$ cat src/burst_write_pkg.sv
package burst_write_pkg;

    // ==========================================================
    // bus defaults
    // ==========================================================

    // top level DATA_W falls back to this
    localparam int data_w_default = 32;

    // byte address and byte length widths of the command port
    localparam int addr_w_default = 32;
    localparam int len_w_default  = 12;

    // ==========================================================
    // width helpers
    // ==========================================================

    // number of address bits that select a byte inside one bus word
    function automatic int offset_width(input int data_w);
        int bytes;
        int width;
        bytes = data_w / 8;
        width = 0;
        while ((1 << width) < bytes) begin
            width = width + 1;
        end
        return width;
    endfunction

    // one strobe bit per byte lane
    function automatic int strb_width(input int data_w);
        return data_w / 8;
    endfunction

endpackage

$ cat src/burst_split.sv
`timescale 1ns/1ps

module burst_split #(
    parameter int DATA_W = burst_write_pkg::data_w_default,
    localparam int OFFSET_W = burst_write_pkg::offset_width(DATA_W)
) (
    input  logic                clk,
    input  logic                rst,
    input  logic [OFFSET_W-1:0] offset,
    input  logic [DATA_W-1:0]   data_in,
    input  logic                data_valid,
    output logic [DATA_W-1:0]   data_out
);

    localparam int STORE_W = DATA_W - 8;
    localparam int JOIN_W  = DATA_W + STORE_W;

    logic [STORE_W-1:0]    stored_data;  // upper bytes of the previous word
    logic [JOIN_W-1:0]     joined;
    logic [OFFSET_W+3:0]   shift_bits;   // wide enough to index all of joined

    // ==========================================================
    // previous word
    // ==========================================================

    // byte 0 of a word always lands in the current beat, so only the
    // upper bytes can spill into the next one
    always_ff @(posedge clk or posedge rst) begin
        if (rst) begin
            stored_data <= '0;
        end else if (data_valid) begin
            stored_data <= data_in[DATA_W-1:8];
        end
    end

    // ==========================================================
    // stitch and rotate
    // ==========================================================

    assign joined = {data_in, stored_data};

    // (bytes - 1 - offset) is the bitwise inverse of the offset
    assign shift_bits = {1'b0, ~offset, 3'b000};

    // offset zero selects data_in unchanged
    assign data_out = joined[shift_bits +: DATA_W];

endmodule

$ cat src/burst_strobe_gen.sv
`timescale 1ns/1ps

module burst_strobe_gen #(
    parameter int DATA_W = burst_write_pkg::data_w_default,
    localparam int OFFSET_W = burst_write_pkg::offset_width(DATA_W),
    localparam int STRB_W   = burst_write_pkg::strb_width(DATA_W)
) (
    input  logic [OFFSET_W-1:0] offset,
    input  logic [OFFSET_W-1:0] end_byte,
    input  logic                first,
    input  logic                last,
    output logic [STRB_W-1:0]   strb
);

    logic [STRB_W-1:0] low_mask;   // lanes at or above the start offset
    logic [STRB_W-1:0] high_mask;  // lanes at or below the final byte

    // ==========================================================
    // lane masks
    // ==========================================================

    always_comb begin
        for (int i = 0; i < STRB_W; i++) begin
            low_mask[i]  = (OFFSET_W'(i) >= offset);
            high_mask[i] = (OFFSET_W'(i) <= end_byte);
        end
    end

    // a single-beat burst applies both masks at once
    always_comb begin
        strb = '1;
        if (first) begin
            strb = strb & low_mask;
        end
        if (last) begin
            strb = strb & high_mask;
        end
    end

endmodule

$ cat src/burst_write_ctrl.sv
`timescale 1ns/1ps

module burst_write_ctrl #(
    parameter int DATA_W = burst_write_pkg::data_w_default,
    parameter int ADDR_W = burst_write_pkg::addr_w_default,
    parameter int LEN_W  = burst_write_pkg::len_w_default,
    localparam int OFFSET_W = burst_write_pkg::offset_width(DATA_W)
) (
    input  logic                clk,
    input  logic                rst,

    input  logic                cmd_req,
    input  logic [ADDR_W-1:0]   cmd_addr,
    input  logic [LEN_W-1:0]    cmd_len,
    output logic                cmd_ack,

    input  logic [DATA_W-1:0]   src_data,
    input  logic                src_valid,
    output logic                src_ready,

    input  logic                out_ready,
    output logic                out_valid,
    output logic                out_last,

    output logic [DATA_W-1:0]   split_word,
    output logic                split_advance,
    output logic [OFFSET_W-1:0] offset,
    output logic [OFFSET_W-1:0] end_byte,
    output logic                first
);

    localparam int BYTES = burst_write_pkg::strb_width(DATA_W);
    localparam int CNT_W = LEN_W + 2;  // room for the offset and the round-up

    localparam logic [1:0] ST_IDLE   = 2'd0;
    localparam logic [1:0] ST_STREAM = 2'd1;
    localparam logic [1:0] ST_FLUSH  = 2'd2;
    localparam logic [1:0] ST_ACK    = 2'd3;

    logic [1:0]          state;
    logic [CNT_W-1:0]    words_left;   // source words still to consume
    logic [CNT_W-1:0]    beats_left;   // output beats still to send
    logic                first_q;
    logic [OFFSET_W-1:0] offset_q;
    logic [OFFSET_W-1:0] end_q;

    logic                accept;
    logic                beat_fire;
    logic [CNT_W-1:0]    words_init;
    logic [CNT_W-1:0]    beats_init;
    logic [OFFSET_W-1:0] addr_offset;
    logic [OFFSET_W-1:0] end_init;

    // ==========================================================
    // command decode
    // ==========================================================

    assign addr_offset = cmd_addr[OFFSET_W-1:0];
    assign accept      = (state == ST_IDLE) && cmd_req && !cmd_ack;

    assign words_init = (CNT_W'(cmd_len) + CNT_W'(BYTES - 1)) >> OFFSET_W;
    assign beats_init = (CNT_W'(cmd_len) + CNT_W'(addr_offset) + CNT_W'(BYTES - 1)) >> OFFSET_W;

    // lane of the final payload byte within the last beat
    assign end_init = addr_offset + cmd_len[OFFSET_W-1:0] - OFFSET_W'(1);

    always_ff @(posedge clk) begin
        if (accept) begin
            offset_q <= addr_offset;
            end_q    <= end_init;
        end
    end

    // ==========================================================
    // sequencer
    // ==========================================================

    always_ff @(posedge clk or posedge rst) begin
        if (rst) begin
            state      <= ST_IDLE;
            words_left <= '0;
            beats_left <= '0;
            first_q    <= 1'b0;
        end else begin
            case (state)
                ST_IDLE: begin
                    if (accept) begin
                        words_left <= words_init;
                        beats_left <= beats_init;
                        first_q    <= 1'b1;
                        state      <= (cmd_len == '0) ? ST_ACK : ST_STREAM;
                    end
                end
                ST_STREAM: begin
                    if (beat_fire) begin
                        first_q    <= 1'b0;
                        words_left <= words_left - CNT_W'(1);
                        beats_left <= beats_left - CNT_W'(1);
                        if (words_left == CNT_W'(1)) begin
                            // one beat more than words means the tail spilled over
                            state <= (beats_left == CNT_W'(1)) ? ST_ACK : ST_FLUSH;
                        end
                    end
                end
                ST_FLUSH: begin
                    if (beat_fire) begin
                        beats_left <= beats_left - CNT_W'(1);
                        state      <= ST_ACK;
                    end
                end
                default: begin
                    if (!cmd_req) begin
                        state <= ST_IDLE;  // ack drops one cycle after req
                    end
                end
            endcase
        end
    end

    // ==========================================================
    // beat outputs
    // ==========================================================

    always_comb begin
        out_valid  = 1'b0;
        src_ready  = 1'b0;
        out_last   = 1'b0;
        split_word = '0;
        case (state)
            ST_STREAM: begin
                out_valid  = src_valid;
                src_ready  = out_ready;
                out_last   = (beats_left == CNT_W'(1));
                split_word = src_data;
            end
            ST_FLUSH: begin
                out_valid = 1'b1;  // zero word pushes out the stored bytes
                out_last  = 1'b1;
            end
            default: begin
            end
        endcase
    end

    assign beat_fire     = out_valid && out_ready;
    assign split_advance = beat_fire;
    assign cmd_ack       = (state == ST_ACK);
    assign first         = first_q;
    assign offset        = offset_q;
    assign end_byte      = end_q;

endmodule

$ cat src/burst_write_top.sv
`timescale 1ns/1ps

module burst_write_top #(
    parameter int DATA_W = burst_write_pkg::data_w_default,
    parameter int ADDR_W = burst_write_pkg::addr_w_default,
    parameter int LEN_W  = burst_write_pkg::len_w_default,
    localparam int STRB_W = burst_write_pkg::strb_width(DATA_W)
) (
    input  logic              clk,
    input  logic              rst,

    input  logic              cmd_req,
    input  logic [ADDR_W-1:0] cmd_addr,
    input  logic [LEN_W-1:0]  cmd_len,
    output logic              cmd_ack,

    input  logic [DATA_W-1:0] src_data,
    input  logic              src_valid,
    output logic              src_ready,

    output logic [DATA_W-1:0] out_data,
    output logic [STRB_W-1:0] out_strb,
    output logic              out_last,
    output logic              out_valid,
    input  logic              out_ready
);

    localparam int OFFSET_W = burst_write_pkg::offset_width(DATA_W);

    logic [DATA_W-1:0]   split_word;
    logic                split_advance;
    logic [OFFSET_W-1:0] offset;
    logic [OFFSET_W-1:0] end_byte;
    logic                first;

    // ==========================================================
    // sequencer
    // ==========================================================

    burst_write_ctrl #(
        .DATA_W (DATA_W),
        .ADDR_W (ADDR_W),
        .LEN_W  (LEN_W)
    ) burst_write_ctrl_i (
        .clk           (clk),
        .rst           (rst),
        .cmd_req       (cmd_req),
        .cmd_addr      (cmd_addr),
        .cmd_len       (cmd_len),
        .cmd_ack       (cmd_ack),
        .src_data      (src_data),
        .src_valid     (src_valid),
        .src_ready     (src_ready),
        .out_ready     (out_ready),
        .out_valid     (out_valid),
        .out_last      (out_last),
        .split_word    (split_word),
        .split_advance (split_advance),
        .offset        (offset),
        .end_byte      (end_byte),
        .first         (first)
    );

    // ==========================================================
    // data and strobe path
    // ==========================================================

    burst_split #(
        .DATA_W (DATA_W)
    ) burst_split_i (
        .clk        (clk),
        .rst        (rst),
        .offset     (offset),
        .data_in    (split_word),
        .data_valid (split_advance),
        .data_out   (out_data)
    );

    burst_strobe_gen #(
        .DATA_W (DATA_W)
    ) burst_strobe_gen_i (
        .offset   (offset),
        .end_byte (end_byte),
        .first    (first),
        .last     (out_last),
        .strb     (out_strb)
    );

endmodule

$ cat config.mk
export PLATFORM = sky130hd
export DESIGN_NAME = burst_write_top
export DESIGN_NICKNAME = d
export VERILOG_FILES = /design/src/burst_write_pkg.sv /design/src/burst_split.sv /design/src/burst_strobe_gen.sv /design/src/burst_write_ctrl.sv /design/src/burst_write_top.sv
export SDC_FILE = /design/constraint.sdc
export NUM_CORES = 1
export LEC_CHECK = 0
export BUFFER_PORTS_ARGS = -buffer_cell sky130_fd_sc_hd__buf_2
export CAP_MARGIN = 10
export CELL_PAD_IN_SITES_DETAIL_PLACEMENT = 0
export CELL_PAD_IN_SITES_GLOBAL_PLACEMENT = 1
export CORE_MARGIN = 2
export CORE_UTILIZATION = 41
export DETAILED_ROUTE_END_ITERATION = 7
export PLACE_DENSITY = 0.8
export SYNTH_ARGS = -nofsm -noshare
export SYNTH_HDL_FRONTEND = slang
export SYNTH_HIERARCHICAL = 1
export SYNTH_SLANG_ARGS = --single-unit
$ cat constraint.sdc
create_clock -name clk -period 2.6 [get_ports clk]
set_input_delay 0.13 -clock clk [delete_from_list [all_inputs] [get_ports clk]]
set_output_delay 0.13 -clock clk [all_outputs]
set_load 0.01 [all_outputs]
# ---- After elaboration in Yosys (flattened, before gate mapping)
# Cells that the tools add are included.
# W data, S select, Z words.
dict set report word_totals {
  reg_bits 59
  in_bits 81
  output_inout_bits 40
  wordCells 71
}
dict set report classes {
  add_sub_neg 7
  magnitude_cmp 8
  n_eq_ne 11
  n_shift 1
  mux 23
  n_bitwise 2
  n_reduce_logical 12
}
# operator n
set ops {}
lappend ops {{$mux W14} 4}
lappend ops {{$pmux W14 S2} 2}
lappend ops {{$shiftx A56 B6 Y32} 1}
lappend ops {{$mux W32} 1}
lappend ops {{$eq A14 B1 Y1 const B} 2}
lappend ops {{$sub A14 B1 Y14 const B} 2}
lappend ops {{$add A14 B2 Y14 const B} 1}
lappend ops {{$add A12 B2 Y13} 1}
lappend ops {{$add A12 B2 Y13 const B} 1}
lappend ops {{$logic_not A12 Y1} 1}
lappend ops {{$mux W2} 6}
lappend ops {{$ne A2 B1 Y1 const B} 5}
lappend ops {{$mux W4} 2}
lappend ops {{$pmux W1 S2} 3}
lappend ops {{$pmux W2 S3} 1}
lappend ops {{$reduce_and A3 Y1} 2}
lappend ops {{$reduce_and A5 Y1} 1}
lappend ops {{$and A4 B4 Y4} 1}
lappend ops {{$eq A2 B2 Y1 const B} 2}
lappend ops {{$ge A1 B2 Y1 const A} 2}
lappend ops {{$ge A2 B2 Y1 const A} 2}
lappend ops {{$le A1 B2 Y1 const A} 2}
lappend ops {{$le A2 B2 Y1 const A} 2}
lappend ops {{$mux W1} 4}
lappend ops {{10 further kinds} 13}

# ---- Longest topological paths before layout
# Gate-level depths: netlist (run 1).
dict set report depth {
  word_depth 5
  ltp_mapped 10
  mapped_depth_nobuf 10
}

# ---- Cells and area by module
# Netlist (run 1), hierarchy kept.
# mod n_inst cells_per_inst area_each_um2 seq_area_each_um2
set by_module_without_submodules {}
lappend by_module_without_submodules {burst_write_ctrl 1 349 2834.0 895.9}
lappend by_module_without_submodules {burst_split 1 92 1714.1 600.6}
lappend by_module_without_submodules {burst_strobe_gen 1 7 46.3 0.0}

# ---- Worst setup path before layout (run 1)
# OpenSTA, ideal clock, no wires.
dict set report synth_timing {
  path_kind {register to register}
  start {reg burst_write_ctrl_i.state[0]}
  end {reg burst_split_i.stored_data[0]}
  setup_time_ns 0.125
  arrival_ns 2.306
  t_required_ns 2.475
  setup_slack_ns 0.169
  path_stages_with_launch 11
  n_path_buf 4
  period_less_slack_ns 2.431
  cell_sequence {dfrtp_1 -> inv_1 -> ha_1 -> buf_2 -> clkinv_1 -> clkbuf_1 -> nor2_1 -> and2_1 -> buf_2 -> buf_2 -> mux2_2}
}
dict set report synth_between {
  elab_chain_cells 3
  elab_cells_between_ends 5
  cone_classes {2 x eq/ne; 2 x mux; 1 x reduce/logical}
}
# item line_no
set synth_rtl {}
lappend synth_rtl {{start: declaration} burst_write_ctrl.sv:40} ;# logic [1:0] state;
lappend synth_rtl {{start signal: assignment} burst_write_ctrl.sv:91} ;# state <= (cmd_len == '0) ? ST_ACK : ST_STREAM;
lappend synth_rtl {{start signal: assignment} burst_write_ctrl.sv:101} ;# state <= (beats_left == CNT_W'(1)) ? ST_ACK : ST_FLUSH;
lappend synth_rtl {{$eq A2 B2 Y1 or $eq A2 B1 Y1 (tied branches)} burst_write_ctrl.sv:129} ;# case (state)
lappend synth_rtl {{$pmux W1 S2 *} burst_write_ctrl.sv:129}
lappend synth_rtl {{net out_valid} burst_write_top.sv:24} ;# output logic out_valid,
lappend synth_rtl {{$logic_and A1 B1 Y1 *} burst_write_ctrl.sv:145} ;# assign beat_fire = out_valid && out_ready;
lappend synth_rtl {{net split_advance} burst_write_top.sv:31} ;# logic split_advance;
lappend synth_rtl {{end signal: assignment} burst_split.sv:32} ;# stored_data <= data_in[DATA_W-1:8];
lappend synth_rtl {{end: declaration} burst_split.sv:18} ;# logic [STORE_W-1:0] stored_data;
# The timed path passes the listed nets; every way through them passes the cells marked *.
# A chain may end at the register's enable or synchronous reset.

# ---- Worst setup path after layout (run 1)
dict set report layout_timing {
  start {reg burst_write_ctrl_i.beats_left[9]}
  end {out out_strb[1]}
}
dict set report layout_between {
  elab_chain_cells 3
}
# item line_no
set layout_rtl {}
lappend layout_rtl {{start: declaration} burst_write_ctrl.sv:42} ;# logic [CNT_W-1:0] beats_left;
lappend layout_rtl {{start signal: assignment} burst_write_ctrl.sv:89} ;# beats_left <= beats_init;
lappend layout_rtl {{start signal: assignment} burst_write_ctrl.sv:98} ;# beats_left <= beats_left - CNT_W'(1);
lappend layout_rtl {{start signal: assignment} burst_write_ctrl.sv:107} ;# beats_left <= beats_left - CNT_W'(1);
lappend layout_rtl {{$eq A14 B1 Y1} burst_write_ctrl.sv:133} ;# out_last = (beats_left == CNT_W'(1));
lappend layout_rtl {{$pmux W1 S2} burst_write_ctrl.sv:129}
lappend layout_rtl {{$mux W4} burst_strobe_gen.sv:35} ;# if (last) begin
lappend layout_rtl {{end: declaration} burst_write_top.sv:22} ;# output logic [STRB_W-1:0] out_strb,
# Every way passes these cells.

==> impl_metrics.xml, run 1 <==
<?xml version="1.0" encoding="UTF-8"?>
<metrics>
  <group name="hold_path">
    <metric name="worst_hold_endpoint" unit="">burst_write_ctrl_i/beats_left[10]</metric>
    <metric name="worst_hold_path.num_cells" unit="">3</metric>
    <metric name="holdCritStartpoint" unit="">cmd_len[11]</metric>
    <metric name="min-delay-path-class" unit="">in -&gt; reg</metric>
  </group>
  <group name="yosys">
    <metric name="ys_seq_area_frac" unit="">0.326</metric>
    <metric name="synth_area_per_cell" unit="um^2">10.3</metric>
    <metric name="share_of_yosys_cell_area_claimed_by_the_top_area_cell_type" unit="">0.300</metric>
    <metric name="post_synthesis_instance_area" unit="um^2">4590</metric>
    <metric name="synth.ff_latch_count" unit="">59</metric>
    <metric name="synthesis.nets" unit="">542</metric>
    <metric name="synth.largest_area_cell" unit="">dfrtp_1</metric>
    <metric name="netlist-cell-type-count" unit="">70</metric>
    <metric name="yosys_warnings" unit="">6</metric>
    <metric name="synth_edf_count" unit="">4</metric>
    <metric name="synth_cells" unit="">448</metric>
    <metric name="synth.area.top_cells" unit="">dfrtp_1 30%, mux4_2 15%, mux2_2 5.9%</metric>
    <metric name="post_synth_arst_share" unit="">0.932</metric>
    <metric name="synth-main-ff-cell" unit="">dfrtp_1</metric>
  </group>
  <group name="floorplanning">
    <metric name="design.die.area" unit="um^2">12100</metric>
    <metric name="placement_rows" unit="">38</metric>
    <metric name="core_region_area" unit="um^2">10900</metric>
    <metric name="initial_standard_cell_utilization_of_the_core" unit="">0.422</metric>
    <metric name="floorplan.die.height" unit="um">110</metric>
    <metric name="die_span_x" unit="um">110</metric>
    <metric name="top_level_ports" unit="">121</metric>
  </group>
  <group name="sta">
    <metric name="fin_skew" unit="ns">0.00504</metric>
    <metric name="finalMaxSlewViolations" unit="">0</metric>
    <metric name="worst_slew_pin_slew" unit="ns">0.839</metric>
    <metric name="rsz0062_at_grt" unit="">false</metric>
    <metric name="post-route-min-period" unit="ns">2.47</metric>
    <metric name="relSlewSlack" unit="">0.440</metric>
    <metric name="report.final.hold_viol_count" unit="">0</metric>
    <metric name="fin_tns_setup" unit="ns">0</metric>
    <metric name="final.period_utilization" unit="">0.949</metric>
    <metric name="fmaxAchievable" unit="MHz">405</metric>
    <metric name="setup-violations-final" unit="">0</metric>
  </group>
  <group name="critical_path">
    <metric name="critPathTopFamily" unit="">simple AND/OR/NAND/NOR gates</metric>
    <metric name="cp.buffers_inverters" unit="">1</metric>
    <metric name="reg2regPathDepth" unit="">7</metric>
    <metric name="critical_path.max_fanout" unit="">6</metric>
    <metric name="timing.rr.start" unit="">burst_write_ctrl_i/state[1]</metric>
    <metric name="crit_path_top_delay_cell" unit="">or4_1</metric>
    <metric name="worst_r2r_setup_slack" unit="ns">0.27</metric>
    <metric name="critPathKind" unit="">reg -&gt; out</metric>
    <metric name="critical_path.max_stage_delay" unit="ns">0.60</metric>
    <metric name="worstPathCellList" unit="">or4_1 &gt; nor3_1 &gt; a21oi_1 &gt; nor2_2 &gt; nor3b_2 &gt; a21oi_2 &gt; buf_2</metric>
    <metric name="worstSetupEndpointType" unit="">primary output</metric>
    <metric name="timing.critical_path.from_type" unit="">flip-flop</metric>
    <metric name="cp.required" unit="ns">2.47</metric>
    <metric name="timing.rr.end" unit="">burst_write_ctrl_i/beats_left[4]</metric>
    <metric name="timing.critical_path.arrival" unit="ns">2.34</metric>
  </group>
  <group name="clock_network">
    <metric name="post_cts.repair.setup_buffers" unit="">0</metric>
    <metric name="cts_inserted_buffers" unit="">9</metric>
    <metric name="clockRootBuffer" unit="">clkbuf_8</metric>
    <metric name="numClockSinks" unit="">59</metric>
    <metric name="cts_tree" unit="">done</metric>
    <metric name="h-tree-depth" unit="">3</metric>
    <metric name="clock_latency" unit="ns">0.35</metric>
    <metric name="cts-root-to-sink-buffers" unit="">2</metric>
    <metric name="cts.clk_slew.worst_paths" unit="ns">0.07</metric>
  </group>
  <group name="route">
    <metric name="drt-initial-drc-count" unit="">230</metric>
    <metric name="dr.pass1.iters" unit="">5</metric>
    <metric name="drt-vias-per-instance" unit="">5.65</metric>
    <metric name="detail_route.wirelength" unit="um">11200</metric>
    <metric name="drtAntennaViolNets" unit="">0</metric>
    <metric name="routed-via-count" unit="">3883</metric>
    <metric name="avgRoutedWirePerCell" unit="um">16.3</metric>
    <metric name="drc" unit="">0</metric>
  </group>
  <group name="job">
    <metric name="cap_violations" unit="">0</metric>
  </group>
  <group name="placement">
    <metric name="place_congestion" unit="">0.872</metric>
    <metric name="port_bufs" unit="">90</metric>
    <metric name="hpwlAfterDp" unit="um">8620</metric>
  </group>
  <group name="power">
    <metric name="report.power.total" unit="uW">5940</metric>
    <metric name="leakagePower" unit="uW">0.00239</metric>
    <metric name="power.ir.vdd_worst" unit="mV">0.592</metric>
    <metric name="p_per_area" unit="nW/um^2">1090</metric>
  </group>
  <group name="grt">
    <metric name="grt_pass1_wl" unit="um">17900</metric>
    <metric name="gr-total-overflow" unit="">0</metric>
    <metric name="grt_max_degree" unit="">35</metric>
    <metric name="vias_in_the_first_global_route" unit="">3619</metric>
    <metric name="track_usage" unit="">0.191</metric>
    <metric name="grt_antenna_before_repair" unit="">0</metric>
  </group>
  <group name="layout">
    <metric name="n_fill_cell" unit="">1012</metric>
    <metric name="final_common_cell" unit="">buf_2</metric>
    <metric name="sequential_cell_area" unit="um^2">1500</metric>
    <metric name="drive_above_1_share" unit="">0.347</metric>
    <metric name="multi_input_comb_area" unit="um^2">2850</metric>
    <metric name="final_cell_mix" unit="">90 x buf_2, 55 x dfrtp_1, 41 x nand2_1, 34 x and2_1, 31 x mux4_2</metric>
    <metric name="final_net_count" unit="">636</metric>
    <metric name="count_of_inserted_antenna_diode_cells" unit="">0</metric>
    <metric name="areaGrowthSynthToFinish" unit="%">18.7</metric>
  </group>
  <group name="status">
    <metric name="run_status" unit="">finished, final reports clean</metric>
  </group>
</metrics>
[metrics by stage]
| stage | cells | util | hold WS (ns) | instance area [um^2] | setup WS [ns] |
|---|---|---|---|---|---|
| global placement | 668 | 0.476 | 0.323 | 5180 | 0.323 |
| global route | 687 | 0.501 | 0.159 | 5450 | 0.00906 |
| detailed placement | 668 | 0.476 | 0.330 | 5180 | 0.256 |
| CTS | 687 | 0.500 | 0.139 | 5440 | 0.0114 |
| floorplan | 448 | - | 0.145 | 4590 | 0.169 |
| finish | 687 | 0.501 | 0.147 | 5450 | 0.133 |
[worst max path at each step]
stage / from / to / slack (ns) / depth (start not counted)
floorplan: burst_write_ctrl_i/state[0] / burst_split_i/stored_data[0] / 0.17 / 10
global placement: burst_write_ctrl_i/beats_left[4] / out_strb[1] / 0.32 / 7
detailed placement: burst_write_ctrl_i/beats_left[4] / out_strb[1] / 0.26 / 7
CTS: burst_write_ctrl_i/beats_left[4] / out_strb[1] / 0.01 / 7
global route: burst_write_ctrl_i/state[1] / out_strb[1] / 0.009 / 9
finish: burst_write_ctrl_i/beats_left[9] / out_strb[1] / 0.13 / 7
[cell type report]
cell class | count | area share
flip-flops and latches | 59 | 0.274
inverters | 23 | 0.0158
clock buffers | 11 | 0.0278
well taps | 140 | 0.0321
clock inverters | 5 | 0.0138
repair buffers | 110 | 0.114
multi-input cells | 339 | 0.522
[synthesized netlist by cell type (3+ instances only)]
cell       n
dfrtp_1   55
nand2_1   41
and2_1    34
mux4_2    31
nor2_1    25
mux2_2    24
o21ai_0   23
inv_1     21
a21oi_1   17
ha_1      12
nor4_1    11
clkbuf_1  10
nor3_1     9
buf_2      8
nand3_1    8
xnor2_1    8
xor2_1     8
o21ai_1    5
or4_1      5
a22o_1     4
buf_6      4
edfxtp_1   4
mux2i_1    4
nand4_1    4
a221o_1    3
a31oi_1    3
nand2b_1   3
nor2b_1    3
o211ai_1   3
o221ai_1   3
o22ai_1    3
o31a_1     3
[worst min-delay path: stages]
cell      delay, ns
buf_2          0.14
nand4_1        0.09
o211ai_1       0.09
[power breakdown]
group,internal (uW),switching [uW]
logic,1520,1770
registers,1300,395
clock network,586,373
[flip-flops by register name (all words and copies together) (netlist names)]
register,cells
burst_split_i/stored_data,24
burst_write_ctrl_i/first,1
burst_write_ctrl_i/state,2
burst_write_ctrl_i/beats_left,14
burst_write_ctrl_i/offset,2
burst_write_ctrl_i/end_byte,2
burst_write_ctrl_i/words_left,14
[cell families (layout without fill, tap and decap cells)]
| family | after synthesis | count (layout) | share of synthesized area |
|---|---|---|---|
| compound gates | 90 | 90 | 0.129 |
| fa+ha+maj | 13 | 13 | 0.0370 |
| simple gates | 158 | 158 | 0.189 |
| mux | 62 | 62 | 0.230 |
| xor+xnor | 16 | 16 | 0.0305 |
| flops | 59 | 59 | 0.326 |
| buf+inv | 50 | 149 | 0.0583 |
[routing by layer]
| layer | share of wire | track usage | vias up |
|---|---|---|---|
| met5 | 0 | 0 | - |
| met4 | 0.020 | 0.0624 | 0 |
| met3 | 0.064 | 0.0445 | 20 |
| met2 | 0.47 | 0.313 | 129 |
| met1 | 0.44 | 0.249 | 1874 |
| li1 | - | - | 1860 |
[what timing repair did]
item	CTS	global route
setup endpoints to repair	1	1
hold endpoints to repair	44	0
hold buffers	3	0
resized for setup	1	2
pin swaps	0	0
Note: power is estimated with default switching activity, not from simulation.
==> run 2: changes to the inputs <==
--- a/config.mk
+++ b/config.mk
@@ -7,10 +7,8 @@
 export LEC_CHECK = 0
 export BUFFER_PORTS_ARGS = -buffer_cell sky130_fd_sc_hd__buf_2
 export CAP_MARGIN = 10
-export CELL_PAD_IN_SITES_DETAIL_PLACEMENT = 0
-export CELL_PAD_IN_SITES_GLOBAL_PLACEMENT = 1
 export CORE_MARGIN = 2
-export CORE_UTILIZATION = 41
+export CORE_UTILIZATION = 54
 export DETAILED_ROUTE_END_ITERATION = 7
 export PLACE_DENSITY = 0.8
 export SYNTH_ARGS = -nofsm -noshare
==> run 2 against run 1 <==
Flip-flop and latch count is the same. Sequential power is essentially flat. Cell area shrank 2.1%. Maximum frequency shrank 0.82%. Routed wire length shrank 2.5%. First-iteration DRC count shrank 11%. Worst hold slack gained 0.026 ns. Worst setup slack lost 0.020 ns. Die area shrank 23%. Core utilization grew 15 points. Highest routed layer unchanged.
==> impl_metrics.xml, run 2 (same netlist as run 1, synthesis figures left out) <==
<?xml version="1.0" encoding="UTF-8"?>
<metrics>
  <group name="critical_path">
    <metric name="reg2regPathDepth" unit="">8</metric>
    <metric name="timing.critical_path.arrival" unit="ns">2.36</metric>
    <metric name="critical_path.max_stage_delay" unit="ns">0.57</metric>
    <metric name="crit_cells" unit="">7</metric>
    <metric name="critPathKind" unit="">reg -&gt; out</metric>
    <metric name="crit_path_top_delay_cell" unit="">or4_4</metric>
    <metric name="timing.critical_path.to" unit="">out_strb[1]</metric>
    <metric name="critPathTopFamily" unit="">simple AND/OR/NAND/NOR gates</metric>
    <metric name="cp.required" unit="ns">2.47</metric>
    <metric name="cp.buffers_inverters" unit="">1</metric>
    <metric name="critical_path.max_fanout" unit="">7</metric>
    <metric name="worstSetupEndpointType" unit="">primary output</metric>
    <metric name="worstPathCellList" unit="">or4_4 &gt; nor4_2 &gt; a21oi_1 &gt; nor2_2 &gt; nor3b_2 &gt; a21oi_2 &gt; buf_2</metric>
    <metric name="timing.critical_path.from_type" unit="">flip-flop</metric>
    <metric name="timing.rr.end" unit="">burst_write_ctrl_i/beats_left[4]</metric>
    <metric name="worstSetupStartpoint" unit="">burst_write_ctrl_i/beats_left[4]</metric>
    <metric name="timing.rr.start" unit="">burst_write_ctrl_i/state[1]</metric>
    <metric name="worst_r2r_setup_slack" unit="ns">0.25</metric>
  </group>
  <group name="layout">
    <metric name="largest_registers" unit="">burst_split_i/stored_data (24), burst_write_ctrl_i/beats_left (14), burst_write_ctrl_i/words_left (14)</metric>
    <metric name="final_cell_mix" unit="">90 x buf_2, 55 x dfrtp_1, 41 x nand2_1, 34 x and2_1, 31 x mux4_2</metric>
    <metric name="drive_above_1_share" unit="">0.343</metric>
    <metric name="count_of_inserted_antenna_diode_cells" unit="">0</metric>
    <metric name="final_common_cell" unit="">buf_2</metric>
    <metric name="largest_reg_flops" unit="">24</metric>
    <metric name="areaGrowthSynthToFinish" unit="%">16.1</metric>
    <metric name="largest_register" unit="">burst_split_i/stored_data</metric>
    <metric name="final_net_count" unit="">634</metric>
  </group>
  <group name="floorplanning">
    <metric name="floorplan.die.height" unit="um">96.2</metric>
    <metric name="placement_rows" unit="">33</metric>
    <metric name="die_span_x" unit="um">96.2</metric>
    <metric name="initial_standard_cell_utilization_of_the_core" unit="">0.559</metric>
    <metric name="core_region_area" unit="um^2">8220</metric>
    <metric name="top_level_ports" unit="">121</metric>
    <metric name="design.die.area" unit="um^2">9260</metric>
  </group>
  <group name="placement">
    <metric name="place_congestion" unit="">0.887</metric>
    <metric name="hpwlAfterDp" unit="um">8290</metric>
    <metric name="port_bufs" unit="">90</metric>
  </group>
  <group name="job">
    <metric name="cap_violations" unit="">0</metric>
  </group>
  <group name="sta">
    <metric name="relSlewSlack" unit="">0.397</metric>
    <metric name="worst_slew_pin_slew" unit="ns">0.903</metric>
    <metric name="finalMaxSlewViolations" unit="">0</metric>
    <metric name="fin_tns_setup" unit="ns">0</metric>
    <metric name="post-route-min-period" unit="ns">2.49</metric>
    <metric name="final.period_utilization" unit="">0.957</metric>
    <metric name="fin_worst_hold_slack" unit="ns">0.173</metric>
    <metric name="setup-violations-final" unit="">0</metric>
    <metric name="fin_skew" unit="ns">0.00741</metric>
    <metric name="fmaxAchievable" unit="MHz">402</metric>
    <metric name="report.final.hold_viol_count" unit="">0</metric>
    <metric name="rsz0062_at_grt" unit="">false</metric>
  </group>
  <group name="clock_network">
    <metric name="numClockSinks" unit="">59</metric>
    <metric name="cts_inserted_buffers" unit="">9</metric>
    <metric name="cts-root-to-sink-buffers" unit="">2</metric>
    <metric name="clock_latency" unit="ns">0.34</metric>
    <metric name="h-tree-depth" unit="">3</metric>
    <metric name="post_cts.repair.setup_buffers" unit="">0</metric>
    <metric name="clockRootBuffer" unit="">clkbuf_8</metric>
    <metric name="cts.clk_slew.worst_paths" unit="ns">0.07</metric>
    <metric name="cts_tree" unit="">done</metric>
  </group>
  <group name="route">
    <metric name="drc" unit="">0</metric>
    <metric name="avgRoutedWirePerCell" unit="um">16.8</metric>
    <metric name="detail_route.wirelength" unit="um">10900</metric>
    <metric name="dr.pass1.iters" unit="">4</metric>
    <metric name="routed-via-count" unit="">3904</metric>
    <metric name="drt-vias-per-instance" unit="">6.01</metric>
    <metric name="drt-initial-drc-count" unit="">205</metric>
    <metric name="drtAntennaViolNets" unit="">0</metric>
  </group>
  <group name="grt">
    <metric name="gr-total-overflow" unit="">0</metric>
    <metric name="track_usage" unit="">0.250</metric>
    <metric name="grt_pass1_wl" unit="um">17900</metric>
    <metric name="grt_antenna_before_repair" unit="">0</metric>
    <metric name="grt_max_degree" unit="">36</metric>
    <metric name="vias_in_the_first_global_route" unit="">3803</metric>
  </group>
  <group name="power">
    <metric name="p_per_area" unit="nW/um^2">1080</metric>
    <metric name="pwr-share-comb" unit="">0.568</metric>
    <metric name="seq_power_share" unit="">0.292</metric>
    <metric name="power_dissipated_by_switching_net_loads" unit="uW">2520</metric>
    <metric name="leakagePower" unit="uW">0.00236</metric>
    <metric name="clkPwrFrac" unit="">0.140</metric>
    <metric name="internal_power" unit="uW">3230</metric>
    <metric name="power.ir.vdd_worst" unit="mV">0.621</metric>
    <metric name="netSwitchingFraction" unit="">0.439</metric>
  </group>
  <group name="status">
    <metric name="run_status" unit="">finished, final reports clean</metric>
  </group>
  <group name="hold_path">
    <metric name="min-delay-path-class" unit="">in -&gt; reg</metric>
  </group>
</metrics>
-- run 2: stage by stage --
step | utilization | cell area [um^2] | setup slack [ns] | cells | power, uW
after floorplan | - | 4590 | 0.169 | 448 | 3980
after global placement | 0.622 | 5110 | 0.345 | 631 | 4760
after detailed placement | 0.622 | 5110 | 0.273 | 631 | 4910
after CTS | 0.648 | 5330 | 0.0465 | 650 | 5740
after global routing | 0.649 | 5340 | 0.0338 | 650 | 6240
final | 0.649 | 5340 | 0.113 | 650 | 5750
-- run 2: worst min-delay path by stage --
stage                       startpoint                                end  cells past startpoint
after global placement             rst  burst_write_ctrl_i/beats_left[13]                      3
after floorplan                    rst       burst_split_i/stored_data[0]                      1
final                     src_data[31]      burst_split_i/stored_data[23]                      3
after global routing       cmd_len[11]  burst_write_ctrl_i/beats_left[10]                      3
after CTS                 src_data[31]      burst_split_i/stored_data[23]                      3
after detailed placement           rst  burst_write_ctrl_i/beats_left[13]                      3
-- run 2: cell type report --
type	count	area, um^2
fill	661	2880
multi-input combinational	339	2850
sequential	59	1500
timing repair buffer	108	593
tap	105	131
clock buffer	10	128
inverter	23	86.3
clock inverter	6	56.3
-- run 2: layer usage --
metal | GRT usage | wire, um | vias up | share of wire
li1 | - | - | 1869 | -
met1 | 0.316 | 4660 | 1873 | 0.43
met2 | 0.432 | 5390 | 143 | 0.49
met3 | 0.0415 | 694 | 19 | 0.063
met4 | 0.0869 | 194 | 0 | 0.018
met5 | 0 | 0 | - | 0
-- run 2: what timing repair did --
action / CTS / global route
gates resized for setup: 1 / 2
cloned: 0 / 0
hold endpoints to repair: 33 / 0
hold buffers: 3 / 0
endpoints found under the setup margin: 1 / 2
pin swaps: 0 / 0
-- run 2: worst register-to-register path: stages, from the launching register on --
cell       delay (ns)
dfrtp_1          0.39
inv_1            0.08
ha_1             0.31
buf_4            0.22
a21boi_1         0.22
o2bb2ai_1        0.38
buf_4            0.28
nor4b_1          0.07
a221o_1          0.28
-- run 2: power by group through the flow --
stage	registers, uW	logic [uW]	clock network (uW)
after floorplan	1580	2400	0
after global placement	1640	3120	0
after detailed placement	1680	3230	0
after CTS	1670	3250	820
after global routing	1740	3640	865
final	1680	3270	805
==> run 3: changes to the inputs <==
--- a/config.mk
+++ b/config.mk
@@ -5,6 +5,7 @@
 export SDC_FILE = /design/constraint.sdc
 export NUM_CORES = 1
 export LEC_CHECK = 0
+export ABC_AREA = 1
 export BUFFER_PORTS_ARGS = -buffer_cell sky130_fd_sc_hd__buf_2
 export CAP_MARGIN = 10
 export CORE_MARGIN = 2
@@ -13,5 +14,4 @@
 export PLACE_DENSITY = 0.8
 export SYNTH_ARGS = -nofsm -noshare
 export SYNTH_HDL_FRONTEND = slang
-export SYNTH_HIERARCHICAL = 1
 export SYNTH_SLANG_ARGS = --single-unit
==> run 3 against run 2 <==
Cell count grew 40%. Sequential power shrank 11%. Area after synthesis grew 2.2%. Clock power shrank 7.2%.
==> impl_metrics.xml, run 3 <==
<?xml version="1.0" encoding="UTF-8"?>
<metrics>
  <group name="floorplanning">
    <metric name="initial_standard_cell_utilization_of_the_core" unit="">0.546</metric>
    <metric name="top_level_ports" unit="">121</metric>
    <metric name="design.die.area" unit="um^2">9450</metric>
    <metric name="core_region_area" unit="um^2">8590</metric>
    <metric name="floorplan.die.height" unit="um">97.2</metric>
    <metric name="die_span_x" unit="um">97.2</metric>
    <metric name="placement_rows" unit="">34</metric>
  </group>
  <group name="clock_network">
    <metric name="cts_tree" unit="">done</metric>
    <metric name="cts_inserted_buffers" unit="">9</metric>
    <metric name="clock_latency" unit="ns">0.34</metric>
    <metric name="cts_hold_buf" unit="">1</metric>
    <metric name="numClockSinks" unit="">59</metric>
    <metric name="post_cts.repair.setup_buffers" unit="">0</metric>
    <metric name="cts_resized" unit="">0</metric>
    <metric name="clockRootBuffer" unit="">clkbuf_8</metric>
    <metric name="cts-root-to-sink-buffers" unit="">2</metric>
    <metric name="h-tree-depth" unit="">3</metric>
    <metric name="cts.clk_slew.worst_paths" unit="ns">0.07</metric>
  </group>
  <group name="layout">
    <metric name="post_layout_nonfiller_instances" unit="">911</metric>
    <metric name="sequential_cell_area" unit="um^2">1500</metric>
    <metric name="n_fill_cell" unit="">806</metric>
    <metric name="largest_register" unit="">burst_split_i.stored_data</metric>
    <metric name="largest_reg_flops" unit="">24</metric>
    <metric name="multi_input_comb_area" unit="um^2">2750</metric>
    <metric name="drive_above_1_share" unit="">0.183</metric>
    <metric name="final_cell_mix" unit="">187 x nand2_1, 90 x buf_2, 85 x o21ai_0, 72 x inv_1, 72 x nor2_1</metric>
    <metric name="largest_registers" unit="">burst_split_i.stored_data (24), burst_write_ctrl_i.beats_left (14), burst_write_ctrl_i.words_left (14)</metric>
    <metric name="areaGrowthSynthToFinish" unit="%">15.6</metric>
    <metric name="final_net_count" unit="">892</metric>
    <metric name="count_of_inserted_antenna_diode_cells" unit="">0</metric>
    <metric name="final_common_cell" unit="">nand2_1</metric>
  </group>
  <group name="sta">
    <metric name="post-route-min-period" unit="ns">2.15</metric>
    <metric name="fin_tns_setup" unit="ns">0</metric>
    <metric name="report.final.hold_viol_count" unit="">0</metric>
    <metric name="postLayoutSetupSlackWorst" unit="ns">0.448</metric>
    <metric name="worst_slew_pin_slew" unit="ns">0.672</metric>
    <metric name="setup-violations-final" unit="">0</metric>
    <metric name="final.period_utilization" unit="">0.828</metric>
    <metric name="relSlewSlack" unit="">0.551</metric>
    <metric name="finalMaxSlewViolations" unit="">0</metric>
    <metric name="fin_skew" unit="ns">0.00787</metric>
    <metric name="fmaxAchievable" unit="MHz">465</metric>
    <metric name="rsz0062_at_grt" unit="">false</metric>
  </group>
  <group name="placement">
    <metric name="place_congestion" unit="">0.927</metric>
    <metric name="post-place-ws" unit="ns">0.302</metric>
    <metric name="port_bufs" unit="">90</metric>
    <metric name="hpwlAfterDp" unit="um">9510</metric>
    <metric name="placedCellCount" unit="">895</metric>
  </group>
  <group name="route">
    <metric name="drtAntennaViolNets" unit="">0</metric>
    <metric name="drc" unit="">0</metric>
    <metric name="routed-via-count" unit="">5113</metric>
    <metric name="drt-initial-drc-count" unit="">275</metric>
    <metric name="detail_route.wirelength" unit="um">12700</metric>
    <metric name="dr.pass1.iters" unit="">7</metric>
    <metric name="avgRoutedWirePerCell" unit="um">14.0</metric>
    <metric name="drt-vias-per-instance" unit="">5.61</metric>
  </group>
  <group name="critical_path">
    <metric name="worst_r2r_setup_slack" unit="ns">0.49</metric>
    <metric name="worstSetupEndpointType" unit="">primary output</metric>
    <metric name="cp.required" unit="ns">2.47</metric>
    <metric name="critPathKind" unit="">reg -&gt; out</metric>
    <metric name="timing.critical_path.to" unit="">out_data[24]</metric>
    <metric name="timing.critical_path.arrival" unit="ns">2.02</metric>
    <metric name="timing.rr.end" unit="">burst_write_ctrl_i.words_left[11]</metric>
    <metric name="reg2regPathDepth" unit="">11</metric>
    <metric name="worstSetupStartpoint" unit="">burst_write_ctrl_i.offset[0]</metric>
    <metric name="timing.rr.start" unit="">burst_write_ctrl_i.state[0]</metric>
    <metric name="timing.critical_path.from_type" unit="">flip-flop</metric>
    <metric name="critical_path.max_fanout" unit="">17</metric>
  </group>
  <group name="yosys">
    <metric name="synth_cells" unit="">717</metric>
    <metric name="synth-main-ff-cell" unit="">dfrtp_1</metric>
    <metric name="synth_common_cells" unit="">187 x nand2_1, 85 x o21ai_0, 73 x inv_1</metric>
    <metric name="synth.area.top_cells" unit="">dfrtp_1 29%, nand2_1 15%, o21ai_0 9.1%</metric>
    <metric name="synth_edf_count" unit="">4</metric>
    <metric name="ys_seq_area_frac" unit="">0.319</metric>
    <metric name="yosysMostFrequentCell" unit="">nand2_1</metric>
    <metric name="yosys_warnings" unit="">0</metric>
    <metric name="synthesis.nets" unit="">810</metric>
    <metric name="share_of_yosys_cell_area_claimed_by_the_top_area_cell_type" unit="">0.293</metric>
    <metric name="synth_area_per_cell" unit="um^2">6.55</metric>
    <metric name="synth.largest_area_cell" unit="">dfrtp_1</metric>
    <metric name="netlist-cell-type-count" unit="">43</metric>
    <metric name="post_synthesis_instance_area" unit="um^2">4690</metric>
    <metric name="post_synth_arst_share" unit="">0.932</metric>
    <metric name="synth.ff_latch_count" unit="">59</metric>
  </group>
  <group name="power">
    <metric name="leakagePower" unit="uW">0.00280</metric>
    <metric name="netSwitchingFraction" unit="">0.496</metric>
    <metric name="clkPwrFrac" unit="">0.140</metric>
    <metric name="internal_power" unit="uW">2700</metric>
    <metric name="power.ir.vdd_worst" unit="mV">0.430</metric>
    <metric name="power_dissipated_by_switching_net_loads" unit="uW">2650</metric>
    <metric name="p_per_area" unit="nW/um^2">985</metric>
    <metric name="seq_power_share" unit="">0.280</metric>
    <metric name="pwr-share-comb" unit="">0.581</metric>
  </group>
  <group name="status">
    <metric name="run_status" unit="">finished, final reports clean</metric>
  </group>
  <group name="hold_path">
    <metric name="min-delay-path-class" unit="">in -&gt; reg</metric>
  </group>
  <group name="grt">
    <metric name="vias_in_the_first_global_route" unit="">4928</metric>
    <metric name="gr-total-overflow" unit="">0</metric>
    <metric name="grt_antenna_before_repair" unit="">0</metric>
    <metric name="grt_max_degree" unit="">49</metric>
    <metric name="track_usage" unit="">0.274</metric>
    <metric name="grt_pass1_wl" unit="um">21600</metric>
  </group>
  <group name="job">
    <metric name="cap_violations" unit="">0</metric>
  </group>
</metrics>
[run 3: cell count changes after synthesis, moves of 10 or more]
cell	previous run	this run
nand2_1	41	187
o21ai_0	23	85
mux2_2	24	0
inv_1	21	73
and2_1	34	0
mux4_2	31	0
nor2_1	25	72
nand3_1	8	54
o22ai_1	3	26
nor4_1	11	1
[run 3: worst min-delay path by stage]
| stage | to | from | slack [ns] | cells after the start |
|---|---|---|---|---|
| final | burst_write_ctrl_i.offset[1] | cmd_addr[1] | 0.04 | 1 |
| after global routing | burst_write_ctrl_i.offset[1] | cmd_addr[1] | 0.02 | 1 |
| after CTS | burst_write_ctrl_i.offset[1] | cmd_addr[1] | 0.03 | 1 |
| after detailed placement | burst_split_i.stored_data[23] | rst | 0.27 | 2 |
| after global placement | burst_split_i.stored_data[7] | rst | 0.27 | 2 |
| after floorplan | burst_write_ctrl_i.offset[0] | cmd_addr[0] | 0.23 | 0 |
[run 3: critical path, cell delays in order (launching register included)]
cell and delay (ns):
edfxtp_1 0.50, clkinv_1 0.13, nand2_1 0.50, o22ai_1 0.18
o21bai_1 0.21, buf_2 0.15
[run 3: stage by stage]
stage	area, um^2	utilization	power [uW]	hold WS, ns
2_1_floorplan	4690	-	3700	0.229
3_3_place_gp	5250	0.611	4460	0.267
3_5_place_dp	5250	0.611	4570	0.268
4_1_cts	5430	0.632	5330	0.0286
5_1_grt	5430	0.632	5860	0.0215
6_report	5430	0.632	5350	0.0395
[run 3: per-layer routing]
metal | track usage | wire length (um) | vias up
li1 | - | - | 2547
met1 | 0.349 | 5510 | 2351
met2 | 0.470 | 6140 | 197
met3 | 0.0489 | 866 | 18
met4 | 0.0983 | 212 | 0
met5 | 0 | 0 | -
[run 3: kinds of logic (layout without fill, tap and decap cells)]
| kind of cell | count (synthesis) | count (layout) | share of synthesized area |
|---|---|---|---|
| compound gates | 167 | 167 | 0.206 |
| xor+xnor | 13 | 13 | 0.0243 |
| fa+ha+maj | 12 | 12 | 0.0336 |
| buf+inv | 115 | 201 | 0.0954 |
| flops | 59 | 59 | 0.319 |
| simple gates | 351 | 351 | 0.322 |
[run 3: layout make-up]
type,count,area share
Sequential cell,59,0.276
Timing Repair Buffer,104,0.105
Clock inverter,5,0.00530
Tap cell,108,0.0249
Inverter,82,0.0567
Clock buffer,10,0.0254
Multi-Input combinational cell,543,0.507
[run 3: power groups by stage]
stage,clock (uW),sequential (uW),combinational [uW]
after floorplan,0,1440,2260
final,747,1490,3110
after global placement,0,1490,2970
after CTS,753,1490,3090
after detailed placement,0,1500,3070
after global routing,801,1540,3530
